## src/hw/phy_data_pkg.sv

```systemverilog
/*
 * data side widths of the DDR write path
 * DQ and DM pins per beat, beats per clk cycle, controller word widths
 */

package phy_data_pkg;

	// ************************************************************************
	// pin widths per DDR beat
	// ************************************************************************

	// data pins driven on each beat
	localparam int DQ_WIDTH = 16;

	// one mask pin per byte lane
	localparam int DM_WIDTH = 2;

	// two beats leave the PHY per clk cycle, one per clk phase
	localparam int BEATS_PER_CYCLE = 2;

	// ************************************************************************
	// controller side words
	// ************************************************************************

	// beat 0 sits in the low half, beat 1 in the high half
	localparam int WDATA_WIDTH = DQ_WIDTH * BEATS_PER_CYCLE;

	// mask word laid out the same way as the data word
	localparam int WDM_WIDTH = DM_WIDTH * BEATS_PER_CYCLE;

endpackage

```

## src/hw/phy_ctrl_pkg.sv

```systemverilog
/*
 * control side constants of the DDR write path
 * pipeline depth, DQS beat patterns, post-reset level of dqs_n
 */

package phy_ctrl_pkg;

	// register stages from wr_en to the DDIO inputs
	// stage WR_PIPE_DEPTH-2 vs stage WR_PIPE_DEPTH-1 gives the preamble
	localparam int WR_PIPE_DEPTH = 2;

	// ************************************************************************
	// strobe words, item 0 goes out in the high clk phase
	// ************************************************************************

	// data cycle: dqs high while clk is high, low while clk is low
	localparam logic [phy_data_pkg::BEATS_PER_CYCLE-1:0] DQS_DATA_PATTERN = 2'b01;

	// preamble and idle: dqs held low for the whole cycle
	localparam logic [phy_data_pkg::BEATS_PER_CYCLE-1:0] DQS_PREAMBLE_PATTERN = 2'b00;

	// ************************************************************************
	// reset levels
	// ************************************************************************

	// complementary strobe comes out of reset high so dqs/dqs_n stay
	// a valid differential pair, all other DDIO blocks reset low
	localparam bit DQS_N_RESET_HIGH = 1'b1;

endpackage

```

## src/hw/ddio_out_soft.sv

```systemverilog
/*
 * soft logic DDIO output block
 * registers a two-item word on clk and muxes the items by clk phase
 */

module ddio_out_soft #(
	// width of one item, i.e. of the pins driven
	parameter int ITEM_WIDTH = 1,
	// level of the input register after reset
	parameter bit REG_POST_RESET_HIGH = 1'b0
) (
	input  logic                    clk,
	input  logic                    dr_reset_n,
	// item 0 in the low half, item 1 in the high half
	input  logic [2*ITEM_WIDTH-1:0] datain,
	output logic [ITEM_WIDTH-1:0]   dataout
);

	// ************************************************************************
	// input register
	// ************************************************************************

	// full word captured on the rising edge
	logic [2*ITEM_WIDTH-1:0] datain_r;

	// the two items split out of the registered word
	logic [ITEM_WIDTH-1:0] item_hi_phase;
	logic [ITEM_WIDTH-1:0] item_lo_phase;

	always_ff @(posedge clk or negedge dr_reset_n) begin
		if (!dr_reset_n) begin
			// all ones or all zeros, picked per instance
			datain_r <= {(2 * ITEM_WIDTH){REG_POST_RESET_HIGH}};
		end else begin
			datain_r <= datain;
		end
	end

	// ************************************************************************
	// rate doubling mux
	// ************************************************************************

	// item 0 belongs to the first half of the cycle
	assign item_hi_phase = datain_r[ITEM_WIDTH-1:0];

	// item 1 to the second half
	assign item_lo_phase = datain_r[2*ITEM_WIDTH-1:ITEM_WIDTH];

	// clk itself is the select
	// high phase right after the capturing edge drives item 0,
	// low phase drives item 1, so both items leave in one cycle
	// the register is stable for the whole cycle, only the select moves
	always_comb begin
		if (clk) begin
			dataout = item_hi_phase;
		end else begin
			dataout = item_lo_phase;
		end
	end

	// after reset the register holds the same level in both items,
	// so the pin is steady in both phases until the first real word

endmodule

```

## src/hw/wr_burst_ctrl.sv

```systemverilog
/*
 * write burst sequencer of the DDR write path
 * aligned data/mask/enable pipeline, preamble detection,
 * output enable words and DQS strobe words for the DDIO blocks
 */

module wr_burst_ctrl (
	input  logic                                   clk,
	input  logic                                   dr_reset_n,
	// controller side, one beat pair per cycle while wr_en is high
	input  logic                                   wr_en,
	input  logic [phy_data_pkg::WDATA_WIDTH-1:0]   wdata,
	input  logic [phy_data_pkg::WDM_WIDTH-1:0]     wdm,
	// two-item words towards the DDIO blocks
	output logic [phy_data_pkg::WDATA_WIDTH-1:0]   dq_word,
	output logic [phy_data_pkg::WDM_WIDTH-1:0]     dm_word,
	output logic [phy_data_pkg::BEATS_PER_CYCLE-1:0] dqs_word,
	output logic [phy_data_pkg::BEATS_PER_CYCLE-1:0] dqs_n_word,
	output logic [phy_data_pkg::BEATS_PER_CYCLE-1:0] dq_oe_word,
	output logic [phy_data_pkg::BEATS_PER_CYCLE-1:0] dqs_oe_word
);

	// ************************************************************************
	// delay pipeline
	// ************************************************************************

	// stage 0 holds the pair sampled at the last edge
	logic                                 en_pipe   [phy_ctrl_pkg::WR_PIPE_DEPTH];
	logic [phy_data_pkg::WDATA_WIDTH-1:0] data_pipe [phy_ctrl_pkg::WR_PIPE_DEPTH];
	logic [phy_data_pkg::WDM_WIDTH-1:0]   mask_pipe [phy_ctrl_pkg::WR_PIPE_DEPTH];

	// cycle classification
	logic data_cycle;
	logic preamble_cycle;
	logic strobe_on;

	always_ff @(posedge clk or negedge dr_reset_n) begin
		if (!dr_reset_n) begin
			for (int i = 0; i < phy_ctrl_pkg::WR_PIPE_DEPTH; i++) begin
				en_pipe[i]   <= 1'b0;
				data_pipe[i] <= '0;
				mask_pipe[i] <= '0;
			end
		end else begin
			en_pipe[0]   <= wr_en;
			data_pipe[0] <= wdata;
			mask_pipe[0] <= wdm;
			// enable travels with its data so gaps line up exactly
			for (int i = 1; i < phy_ctrl_pkg::WR_PIPE_DEPTH; i++) begin
				en_pipe[i]   <= en_pipe[i-1];
				data_pipe[i] <= data_pipe[i-1];
				mask_pipe[i] <= mask_pipe[i-1];
			end
		end
	end

	// ************************************************************************
	// cycle classification
	// ************************************************************************

	// last stage high: this cycle carries a beat pair
	assign data_cycle = en_pipe[phy_ctrl_pkg::WR_PIPE_DEPTH-1];

	// rising edge of the enable one stage early
	// gives exactly one strobe cycle ahead of each burst,
	// back-to-back pairs never see it
	assign preamble_cycle = en_pipe[phy_ctrl_pkg::WR_PIPE_DEPTH-2]
		& ~en_pipe[phy_ctrl_pkg::WR_PIPE_DEPTH-1];

	// strobe pins driven in preamble and data cycles, no postamble
	assign strobe_on = data_cycle | preamble_cycle;

	// ************************************************************************
	// words towards the DDIO blocks
	// ************************************************************************

	// blank data and mask when idle so the pins stay quiet
	assign dq_word = data_cycle ? data_pipe[phy_ctrl_pkg::WR_PIPE_DEPTH-1] : '0;
	assign dm_word = data_cycle ? mask_pipe[phy_ctrl_pkg::WR_PIPE_DEPTH-1] : '0;

	// toggling strobe only with data, low in preamble and idle
	assign dqs_word = data_cycle ? phy_ctrl_pkg::DQS_DATA_PATTERN
		: phy_ctrl_pkg::DQS_PREAMBLE_PATTERN;

	// differential partner
	assign dqs_n_word = ~dqs_word;

	// enables cover both phases of the cycle
	assign dq_oe_word  = {phy_data_pkg::BEATS_PER_CYCLE{data_cycle}};
	assign dqs_oe_word = {phy_data_pkg::BEATS_PER_CYCLE{strobe_on}};

endmodule

```

## src/hw/wr_path_top.sv

```systemverilog
/*
 * top level of the DDR PHY write output path
 * burst sequencer feeding one soft DDIO block per pin group
 */

module wr_path_top (
	input  logic                                 clk,
	input  logic                                 dr_reset_n,
	// memory controller side
	input  logic                                 wr_en,
	input  logic [phy_data_pkg::WDATA_WIDTH-1:0] wdata,
	input  logic [phy_data_pkg::WDM_WIDTH-1:0]   wdm,
	// DDR pin side, two beats per clk cycle
	output logic [phy_data_pkg::DQ_WIDTH-1:0]    dq,
	output logic [phy_data_pkg::DM_WIDTH-1:0]    dm,
	output logic                                 dqs,
	output logic                                 dqs_n,
	output logic                                 dq_oe,
	output logic                                 dqs_oe
);

	// two-item words from the sequencer
	logic [phy_data_pkg::WDATA_WIDTH-1:0]     dq_word;
	logic [phy_data_pkg::WDM_WIDTH-1:0]       dm_word;
	logic [phy_data_pkg::BEATS_PER_CYCLE-1:0] dqs_word;
	logic [phy_data_pkg::BEATS_PER_CYCLE-1:0] dqs_n_word;
	logic [phy_data_pkg::BEATS_PER_CYCLE-1:0] dq_oe_word;
	logic [phy_data_pkg::BEATS_PER_CYCLE-1:0] dqs_oe_word;

	// ************************************************************************
	// sequencer
	// ************************************************************************

	wr_burst_ctrl u_burst_ctrl (
		.clk         (clk),
		.dr_reset_n  (dr_reset_n),
		.wr_en       (wr_en),
		.wdata       (wdata),
		.wdm         (wdm),
		.dq_word     (dq_word),
		.dm_word     (dm_word),
		.dqs_word    (dqs_word),
		.dqs_n_word  (dqs_n_word),
		.dq_oe_word  (dq_oe_word),
		.dqs_oe_word (dqs_oe_word)
	);

	// ************************************************************************
	// rate doubling, one block per pin group
	// ************************************************************************

	// data and mask
	ddio_out_soft #(.ITEM_WIDTH(phy_data_pkg::DQ_WIDTH)) u_ddio_dq (
		.clk(clk), .dr_reset_n(dr_reset_n), .datain(dq_word), .dataout(dq)
	);
	ddio_out_soft #(.ITEM_WIDTH(phy_data_pkg::DM_WIDTH)) u_ddio_dm (
		.clk(clk), .dr_reset_n(dr_reset_n), .datain(dm_word), .dataout(dm)
	);

	// strobe pair, dqs_n comes out of reset high
	ddio_out_soft #(.ITEM_WIDTH(1)) u_ddio_dqs (
		.clk(clk), .dr_reset_n(dr_reset_n), .datain(dqs_word), .dataout(dqs)
	);
	ddio_out_soft #(
		.ITEM_WIDTH          (1),
		.REG_POST_RESET_HIGH (phy_ctrl_pkg::DQS_N_RESET_HIGH)
	) u_ddio_dqs_n (
		.clk(clk), .dr_reset_n(dr_reset_n), .datain(dqs_n_word), .dataout(dqs_n)
	);

	// output enables, same delay as the pins they control
	ddio_out_soft #(.ITEM_WIDTH(1)) u_ddio_dq_oe (
		.clk(clk), .dr_reset_n(dr_reset_n), .datain(dq_oe_word), .dataout(dq_oe)
	);
	ddio_out_soft #(.ITEM_WIDTH(1)) u_ddio_dqs_oe (
		.clk(clk), .dr_reset_n(dr_reset_n), .datain(dqs_oe_word), .dataout(dqs_oe)
	);

endmodule

```

## config.mk

```make
export PLATFORM = sky130hd
export DESIGN_NAME = wr_path_top
export DESIGN_NICKNAME = d
export VERILOG_FILES = /design/src/hw/phy_data_pkg.sv /design/src/hw/phy_ctrl_pkg.sv /design/src/hw/ddio_out_soft.sv /design/src/hw/wr_burst_ctrl.sv /design/src/hw/wr_path_top.sv
export SDC_FILE = /design/constraint.sdc
export NUM_CORES = 1
export LEC_CHECK = 0
export ABC_AREA = 0
export BUFFER_PORTS_ARGS = -buffer_cell sky130_fd_sc_hd__buf_2
export CAP_MARGIN = 20
export CORE_MARGIN = 5
export CORE_UTILIZATION = 54
export DETAILED_ROUTE_END_ITERATION = 8
export GPL_ROUTABILITY_DRIVEN = 0
export PLACE_DENSITY_LB_ADDON = 0.1
export SLEW_MARGIN = 20
export SYNTH_ARGS = -nofsm -noshare
export SYNTH_HDL_FRONTEND = slang
export SYNTH_SLANG_ARGS = --single-unit
```

## constraint.sdc

```tcl
create_clock -name clk -period 1.2 [get_ports clk]
set_input_delay 0.18 -clock clk [delete_from_list [all_inputs] [get_ports clk]]
set_output_delay 0.18 -clock clk [all_outputs]
set_load 0.005 [all_outputs]
```

## Word-level counts from Yosys, hierarchy flattened

Index checks and enable logic that the tools add are counted.

- Input port bits: 39
- Memory bits (read-only): 0
- Flip-flop bits (word level): 115
- Memories: 0
- Bits in writable memories: 0
- Latch bits: 0

- Eq/ne operators: 0
- Add/sub/neg operators: 0
- Muxes and demuxes: 7
- Shift-type cells: 0
- Div/mod/pow operators: 0
- Multipliers: 0
- $lt $le $gt $ge: 0
- Bitwise logic cells: 4
- Reductions and logical operators: 0

Operators with widths:

| kind | count |
|---|---|
| 32-bit 2-to-1 mux | 1 |
| 16-bit 2-to-1 mux | 1 |
| 4-bit 2-to-1 mux | 1 |
| 1-bit 2-to-1 mux | 3 |
| 2-bit 2-to-1 mux | 1 |
| 1-bit NOT with 2-bit output | 1 |
| 1-bit AND | 1 |
| 1-bit NOT | 1 |
| 1-bit OR | 1 |

## Depth between registers and ports, before layout

Gate-level depths: netlist (run 1).

- Depth in word-level cells: 3
- Depth in mapped cells: 3
- Gate-level depth less buffers: 1

## Cells and area by module

Synthesis (run 1) repeated with hierarchy kept, for this count alone.

- Cell total of the unflattened synthesis: 193
- Area total of the unflattened synthesis: 3621.0 um^2

By module, submodules not included:

| module | area an instance (um^2) | times used | cells each |
|---|---|---|---|
| wr_burst_ctrl | 2185.8 | 1 | 125 |
| ddio_out_soft at u_ddio_dq | 1049.8 | 1 | 50 |
| ddio_out_soft at u_ddio_dq_oe ... | 65.1 | 3 | 3 |
| ddio_out_soft at u_ddio_dm | 122.6 | 1 | 6 |
| ddio_out_soft at u_ddio_dqs_n | 67.6 | 1 | 3 |

==> results of run 1 <==
-- routing by layer --
| layer | GRT usage | wire (um) | part of all wire | vias up |
|---|---|---|---|---|
| met5 | 0 | 0 | 0 | - |
| met4 | 0.181 | 226 | 0.036 | 0 |
| met3 | 0.115 | 469 | 0.075 | 29 |
| met2 | 0.287 | 3390 | 0.54 | 73 |
| met1 | 0.171 | 2160 | 0.35 | 917 |
| li1 | - | - | - | 819 |
-- metrics by stage --
step | instance area [um^2] | hold slack [ps] | util | setup TNS [ps] | power (mW)
6_report | 5140 | 9.49 | 0.854 | -7970 | 12.8
2_1_floorplan | 3410 | -116 | - | 0 | 5.36
3_3_place_gp | 3810 | 88.2 | 0.633 | 0 | 5.26
4_1_cts | 5120 | 0.267 | 0.850 | -8530 | 12.8
5_1_grt | 5140 | 3.88 | 0.854 | -8450 | 13.4
3_5_place_dp | 3810 | 93.5 | 0.633 | 0 | 5.29
-- worst min-delay path by stage --
stage,from,end,slack (ps),cells after the start
2_1_floorplan,dr_reset_n,u_burst_ctrl.data_cycle,-120,0
6_report,dr_reset_n,u_burst_ctrl.data_pipe[42],9,2
5_1_grt,dr_reset_n,u_burst_ctrl.data_pipe[42],4,2
3_3_place_gp,dr_reset_n,u_burst_ctrl.data_pipe[43],90,1
3_5_place_dp,dr_reset_n,u_burst_ctrl.data_pipe[42],90,1
4_1_cts,dr_reset_n,u_burst_ctrl.data_pipe[42],0.3,2
-- cell usage in the layout (no fill, tap or decap) --
cell,count
sky130_fd_sc_hd__nand2b_4,1
sky130_fd_sc_hd__or2_1,1
sky130_fd_sc_hd__clkinv_1,1
sky130_fd_sc_hd__buf_4,6
sky130_fd_sc_hd__clkinvlp_4,5
sky130_fd_sc_hd__inv_6,1
sky130_fd_sc_hd__mux2_4,18
sky130_fd_sc_hd__buf_2,46
sky130_fd_sc_hd__dlygate4sd3_1,38
sky130_fd_sc_hd__inv_2,1
sky130_fd_sc_hd__bufinv_16,4
sky130_fd_sc_hd__clkinv_2,2
sky130_fd_sc_hd__dfstp_2,1
sky130_fd_sc_hd__clkbuf_16,23
sky130_fd_sc_hd__buf_8,1
sky130_fd_sc_hd__and2_4,1
sky130_fd_sc_hd__clkinv_4,1
sky130_fd_sc_hd__clkbuf_8,5
sky130_fd_sc_hd__buf_6,13
sky130_fd_sc_hd__clkbuf_1,1
sky130_fd_sc_hd__buf_12,2
sky130_fd_sc_hd__and2_1,36
sky130_fd_sc_hd__dfrtp_1,112
-- flip-flops by register name (all words and copies together) (netlist names), 4 cells and up --
register / flops
u_burst_ctrl.data_pipe: 64
u_burst_ctrl.mask_pipe: 8
u_ddio_dm.datain_r: 4
u_ddio_dq.datain_r: 32
-- repair_timing --
action                     4_1_cts  5_1_grt
cloned                           0        0
setup endpoints to repair       24       24
setup buffers                    1        0
hold buffers                    38        0
resized for setup               12        5
pin swaps                        0        1
hold endpoints to repair       150        0
-- cell type report --
| type | instances | area (um^2) | share of cell area |
|---|---|---|---|
| timing repair buffer | 84 | 653 | 0.127 |
| multi-input combinational | 57 | 524 | 0.102 |
| clock inverter | 14 | 189 | 0.0367 |
| sequential | 113 | 2830 | 0.550 |
| tap | 75 | 93.8 | 0.0182 |
| inverter | 1 | 3.75 | 0.000730 |
| clock buffer | 51 | 852 | 0.166 |
-- cells by family (layout without fill, tap and decap cells) --
group,after synthesis,count (layout),synth area share
buffers and inverters,7,150,0.0147
DFF,113,113,0.834
muxes,18,18,0.0796
and+or+nand+nor,39,39,0.0719
-- power groups by stage --
stage	Clock, mW	Combinational, mW	Sequential (mW)
2_1_floorplan	1.20	0.0558	4.10
3_3_place_gp	0.937	0.210	4.11
3_5_place_dp	0.937	0.225	4.12
4_1_cts	8.43	0.323	4.06
5_1_grt	8.91	0.364	4.08
6_report	8.43	0.320	4.07
==> impl_results.rst, run 1 <==
.. list-table::
   :header-rows: 1

   * - Metric
     - Value
   * - Slack of the worst reg-to-reg path
     - approximately 280 ps
   * - Number of buffers added on ports
     - 60
   * - Unique cell type count in the Yosys netlist
     - 11
   * - Critical Path Sink
     - dq[9]
   * - Area overhead of the layout relative to synthesis
     - 51.6%
   * - Kind of cell with the highest combined delay on the critical path
     - buffers and inverters
   * - Gate count after technology mapping
     - between 150 and 200
   * - Number of instances in the placed design
     - around 310
   * - Source of the worst register-to-register timing path
     - u_burst_ctrl.data_cycle
   * - Clock Skew
     - around 6.3 ps
   * - Core Footprint
     - around 6000 um^2
   * - Die height
     - 89.3 um
   * - Outcome
     - finished with violations
   * - Reg-to-reg critical path endpoint
     - u_ddio_dqs_oe.datain_r[0]
   * - Detailed Route Iter0 Violations
     - approximately 100
   * - Overall via count from detail_route
     - 1838
   * - Cell repeated most along the worst path
     - sky130_fd_sc_hd__clkbuf_16
   * - Clock tree from TritonCTS
     - done
   * - Ys flop type
     - sky130_fd_sc_hd__dfrtp_1
   * - Detailed-route DRC error count
     - 0
   * - DRT antenna net count
     - 0
   * - Cell-by-cell trace of the critical path
     - buf_8, clkbuf_16, clkbuf_16, mux2_4, buf_6
   * - Via-to-Cell Ratio
     - ~4.7
   * - Stages on worst setup path
     - 5
   * - Sequential power share
     - 0.317
   * - Cell type contributing the most total cell area after synthesis
     - sky130_fd_sc_hd__dfrtp_1
   * - Total global routing overflow
     - 0
   * - Clock share of power
     - 0.658
   * - Number of failing setup endpoints in the final timing report
     - 24
   * - Minimum setup slack in the final design
     - -416 ps
   * - Later-pin clock latency in the skew report
     - 600 ps
   * - Fraction of layout cells with a size suffix above 1
     - 0.409
   * - Number of antenna violations at the first check in global routing
     - 0
   * - FFs w/ async S/R, synth
     - 1.00
   * - Launching instance or port of the critical path
     - clk
   * - Final-report hold violation count
     - 0
   * - First-pass GRT wire length
     - 10100 um
   * - Crit path max-delay cell type
     - sky130_fd_sc_hd__mux2_4
   * - Routed wirelength normalized by instance count
     - roughly 16 um
   * - Max_cap viols
     - 0
   * - Mean instance size in the synthesized netlist
     - roughly 19 um^2
   * - Share of the yosys chip area belonging to registers
     - 0.834
   * - GRT Util Overall
     - 0.190
   * - Overall die area
     - 7970 um^2
   * - Number of I/O pins
     - 61
   * - Mapped cell area
     - between 3000 and 4000 um^2
   * - Effective utilization at floorplan
     - 0.563
   * - Most used standard cells in the synthesized netlist
     - sky130_fd_sc_hd__dfrtp_1, sky130_fd_sc_hd__and2_1, sky130_fd_sc_hd__mux2_4
   * - Post-synth EDFFs
     - 0
   * - Combinational power share
     - 0.025
   * - Die W
     - 89.3 um
   * - Cell Count, Final, Fillers Out
     - ~400
   * - Total of warnings raised by yosys
     - 0
   * - Switching share of total power
     - 0.221
   * - Clock-pin slew reported for the worst setup and hold paths after clock tree synthesis
     - roughly 60 ps
   * - Fill cell total of the finished layout
     - ~280
   * - Biggest cell delay along the critical path
     - 310 ps
   * - Transition at the pin with the smallest max-transition slack
     - roughly 330 ps
   * - Post-placement worst setup slack
     - 32.3 ps
   * - Endpoint class of the critical path
     - output pin
   * - Cell types occupying the most area after synthesis
     - sky130_fd_sc_hd__dfrtp_1, sky130_fd_sc_hd__mux2_4, sky130_fd_sc_hd__and2_1
   * - Depth of the worst register-to-register path
     - 2
   * - Maximum fanout count along the critical path
     - 4
   * - Internal Dissipation
     - between 9 and 10 mW
   * - Switching power
     - ~2.8 mW
   * - Critical Path Source Type
     - clock port
   * - Fraction of synthesized cell area taken by the top area cell type
     - 0.826
   * - DRT Wirelength
     - around 6200 um
   * - Via count of the first global-routing pass
     - between 2000 and 2500
   * - Type of the setup path with the least slack
     - clk2out
   * - Pins over their slew limit
     - 0
   * - Leakage power summed over all cells
     - ~2.5 nW
   * - Setup repair after global routing missed its margin
     - yes
   * - Slew margin rel.
     - 0.780
   * - HPWL after detailed placement
     - 3000 um
   * - Crit path buffers/inverters
     - 4
   * - Hold Crit Class
     - in2async
   * - Pin count of the biggest net entering global routing
     - between 40 and 50
   * - Core Rows
     - 28
   * - Count leader, synth
     - sky130_fd_sc_hd__dfrtp_1
   * - Endpoint arrival time on the critical path
     - about 1400 ps
   * - Pre-antenna DRT Iters
     - 4
   * - Violations in the final reports
     - setup timing
   * - Ant. Diodes
     - 0
   * - Cell Pwr Density
     - between 2000 and 2500 nW/um^2
   * - Nets
     - between 300 and 400
   * - Count of state elements after synthesis
     - 113
   * - Worst-case vdd ir drop
     - approximately 1.8 mV
   * - Synthesized Nets
     - 216
   * - Req. time, crit path
     - roughly 1000 ps
No activity file was read; power rests on OpenSTA's default activity.
==> inputs of run 2 (changes only) <==
CORE_ASPECT_RATIO = 1.75   (was unset)
SYNTH_HIERARCHICAL = 1   (was unset)
==> run 2 against run 1 <==
Compared with the run above: the flow still finishes with violations (setup timing); combinational power increased by 3%; sequential power up 4%; synthesized cell count rose by 9.0%; non-clock buffer count fell by 3; cell area increased by 3.8%; critical endpoint is now dq_oe; critical path type unchanged.
==> impl_results.rst, run 2 <==
.. list-table::
   :header-rows: 1

   * - Metric
     - Value
   * - Outcome
     - finished with violations (unchanged)
   * - Violations in the final reports
     - setup timing (unchanged)
   * - FFs w/ async S/R, synth
     - 1.00 (unchanged)
   * - Fraction of synthesized cell area taken by the top area cell type
     - 0.802 (was 0.826)
   * - Gate count after technology mapping
     - 193 (was 177)
   * - Minimum setup slack in the final design
     - -434 ps (was -416 ps)
   * - Overall die area
     - 8510 um^2 (was 7970 um^2)
   * - Via-to-Cell Ratio
     - 4.59 (was 4.65)
   * - Hold Crit Class
     - in2async (unchanged)
   * - Overall via count from detail_route
     - 1879 (was 1838)
   * - Count of state elements after synthesis
     - 118 (was 113)
   * - Core Rows
     - 39 (was 28)
   * - Slack of the worst reg-to-reg path
     - 250 ps (was 280 ps)
   * - Cell Count, Final, Fillers Out
     - 409 (was 395)
   * - DRT antenna net count
     - 0 (unchanged)
   * - Max_cap viols
     - 0 (unchanged)
   * - Placed cell area
     - 4000 um^2 (was 3810 um^2)
   * - Detailed-route DRC error count
     - 0 (unchanged)
   * - Type of the setup path with the least slack
     - clk2out (unchanged)
   * - Area overhead of the layout relative to synthesis
     - 47.5% (was 51.6%)
   * - Nets
     - 353 (was 343)
   * - Pins over their slew limit
     - 0 (unchanged)
   * - Storage cell area
     - 2960 um^2 (was 2830 um^2)
   * - Endpoint arrival time on the critical path
     - 1450 ps (was 1440 ps)
   * - Clock tree from TritonCTS
     - done (unchanged)
   * - HPWL after detailed placement
     - 2930 um (was 3000 um)
   * - Post-synth EDFFs
     - 0 (unchanged)
   * - Number of antenna violations at the first check in global routing
     - 0 (unchanged)
   * - Effective utilization at floorplan
     - 0.554 (was 0.563)
   * - Fill cell total of the finished layout
     - 340 (was 276)
   * - Maximum fanout count along the critical path
     - 4 (unchanged)
   * - Worst-case vdd ir drop
     - 2.48 mV (was 1.84 mV)
   * - Biggest cell delay along the critical path
     - 300 ps (was 310 ps)
   * - Clock Skew
     - 3.42 ps (was 6.32 ps)
   * - Cell Pwr Density
     - 2420 nW/um^2 (was 2490 nW/um^2)
   * - DRT Wirelength
     - 6090 um (was 6250 um)
   * - Synthesized Nets
     - 232 (was 216)
   * - Register with the most flip-flops
     - u_burst_ctrl/data_pipe (was u_burst_ctrl.data_pipe)
   * - Mapped cell area
     - 3620 um^2 (was 3390 um^2)
   * - Registers with the most flip-flops
     - u_burst_ctrl/data_pipe (64), u_ddio_dq/datain_r (32), u_burst_ctrl/mask_pipe (8) (was u_burst_ctrl.data_pipe (64), u_ddio_dq.datain_r (32), u_burst_ctrl.mask_pipe (8))
   * - Number of failing setup endpoints in the final timing report
     - 22 (was 24)
   * - Cell types occupying the most area after synthesis
     - sky130_fd_sc_hd__dfrtp_1, sky130_fd_sc_hd__and2_1, sky130_fd_sc_hd__mux2_4 (was sky130_fd_sc_hd__dfrtp_1, sky130_fd_sc_hd__mux2_4, sky130_fd_sc_hd__and2_1)
   * - Via count of the first global-routing pass
     - 2366 (was 2316)
   * - Count leader, synth
     - sky130_fd_sc_hd__dfrtp_1 (unchanged)
   * - Cell repeated most along the worst path
     - sky130_fd_sc_hd__clkbuf_16 (unchanged)
   * - Multi-input gate area
     - 543 um^2 (was 524 um^2)
   * - Number of instances in the placed design
     - 327 (was 312)
   * - Number of I/O pins
     - 61 (unchanged)
   * - Cell type contributing the most total cell area after synthesis
     - sky130_fd_sc_hd__dfrtp_1 (unchanged)
   * - Total of warnings raised by yosys
     - 6 (was 0)
   * - Share of the yosys chip area belonging to registers
     - 0.816 (was 0.834)
   * - Routed wirelength normalized by instance count
     - 14.9 um (was 15.8 um)
   * - Critical Path Source Type
     - clock port (unchanged)
   * - Setup repair after global routing missed its margin
     - yes (unchanged)
   * - Unique cell type count in the Yosys netlist
     - 12 (was 11)
   * - Clock-pin slew reported for the worst setup and hold paths after clock tree synthesis
     - 50 ps (was 60 ps)
   * - Cell-by-cell trace of the critical path
     - clkbuf_16, clkbuf_16, clkbuf_16, mux2_4, buf_6 (was buf_8, clkbuf_16, clkbuf_16, mux2_4, buf_6)
   * - Endpoint class of the critical path
     - output pin (unchanged)
   * - Ys flop type
     - sky130_fd_sc_hd__dfrtp_1 (unchanged)
   * - Depth of the worst register-to-register path
     - 2 (unchanged)
   * - Final-report hold violation count
     - 0 (unchanged)
   * - Most used standard cells in the synthesized netlist
     - sky130_fd_sc_hd__dfrtp_1, sky130_fd_sc_hd__and2_1, sky130_fd_sc_hd__mux2_4 (unchanged)
   * - GRT Util Overall
     - 0.176 (was 0.190)
   * - Mean instance size in the synthesized netlist
     - 18.8 um^2 (was 19.2 um^2)
   * - Detailed Route Iter0 Violations
     - 57 (was 98)
   * - Crit path max-delay cell type
     - sky130_fd_sc_hd__mux2_4 (unchanged)
   * - Leakage power summed over all cells
     - 2.59 nW (was 2.49 nW)
   * - First-pass GRT wire length
     - 10200 um (was 10100 um)
   * - Number of buffers added on ports
     - 60 (unchanged)
   * - Leading cell type in the layout, fill and taps excluded
     - sky130_fd_sc_hd__dfrtp_1 (unchanged)
   * - Pre-antenna DRT Iters
     - 4 (unchanged)
   * - Ant. Diodes
     - 0 (unchanged)
   * - Req. time, crit path
     - 1020 ps (about the same)
   * - Top library cells by usage in the layout, fill and taps aside
     - sky130_fd_sc_hd__dfrtp_1, sky130_fd_sc_hd__buf_2, sky130_fd_sc_hd__dlygate4sd3_1 (unchanged)
   * - Max FFs per register
     - 64 (unchanged)
   * - Fraction of layout cells with a size suffix above 1
     - 0.398 (was 0.409)
   * - Pin count of the biggest net entering global routing
     - 36 (was 46)
   * - Die height
     - 118 um (was 89.3 um)
   * - Final std cell area, no fill
     - 5340 um^2 (was 5140 um^2)
   * - Core Footprint
     - 6540 um^2 (was 6030 um^2)
   * - Die W
     - 71.9 um (was 89.3 um)
   * - Total global routing overflow
     - 0 (unchanged)
   * - Later-pin clock latency in the skew report
     - 510 ps (was 600 ps)
==> run 2: kinds of logic (layout without fill, tap and decap cells) <==
| kind of cell | count (synthesis) | in the layout | synth area share |
|---|---|---|---|
| flops | 118 | 118 | 0.816 |
| mux | 22 | 22 | 0.0829 |
| other cells | 2 | 2 | 0.00207 |
| simple gates | 37 | 37 | 0.0639 |
| buf+inv | 14 | 148 | 0.0349 |
==> run 2: final timing paths <==
kind	startpoint	to
min reg2reg	u_burst_ctrl/data_pipe[32]	u_burst_ctrl/data_pipe[0]
max in group asynchronous	dr_reset_n	u_burst_ctrl/mask_pipe[1]
max	clk	dq_oe
min in group clk	wdata[25]	u_burst_ctrl/data_pipe[57]
min	dr_reset_n	u_ddio_dq/datain_r[20]
max reg2reg	u_burst_ctrl/data_cycle	u_ddio_dq/datain_r[24]
==> run 2: layout make-up <==
cell class                      count  area share
Clock inverter                      4     0.00445
Sequential cell                   118       0.553
Timing Repair Buffer               81       0.126
Clock buffer                       62       0.195
Multi-Input combinational cell     61       0.102
Tap cell                           82      0.0192
Inverter                            1    0.000703
==> run 2: timing repair <==
item	CTS	global route
gates resized for setup	15	3
hold endpoints to repair	155	0
endpoints found under the setup margin	22	22
hold buffers	38	0
buffers inserted	1	1
==> run 2: worst max-delay path: cells and delay by family <==
kind / cells / cell delay [ps]
mux: 1 / 300
buf+inv: 4 / 550
==> run 2: layer usage <==
layer | wire length [um] | part of all wire | vias to the layer above | GRT usage
met1 | 1940 | 0.32 | 913 | 0.145
met5 | 0 | 0 | - | 0
met2 | 3210 | 0.53 | 88 | 0.242
met3 | 569 | 0.093 | 35 | 0.138
met4 | 375 | 0.062 | 0 | 0.186
li1 | - | - | 843 | -
==> run 2: per-stage QoR <==
step	power [mW]	hold slack [ps]	utilization	worst slack [ps]	setup TNS [ps]
2_1_floorplan	5.58	-116	-	-124	-1240
3_3_place_gp	5.55	120	0.612	32.3	0
3_5_place_dp	5.57	120	0.612	32.3	0
4_1_cts	13.0	122	0.813	-442	-9300
5_1_grt	13.5	147	0.817	-448	-9530
6_report	12.9	128	0.817	-434	-9080
==> run 2: power breakdown <==
group / internal [mW] / switching [mW] / total (mW)
Combinational: 0.187 / 0.143 / 0.331
Clock: 5.80 / 2.55 / 8.35
Sequential: 4.19 / 0.0555 / 4.25
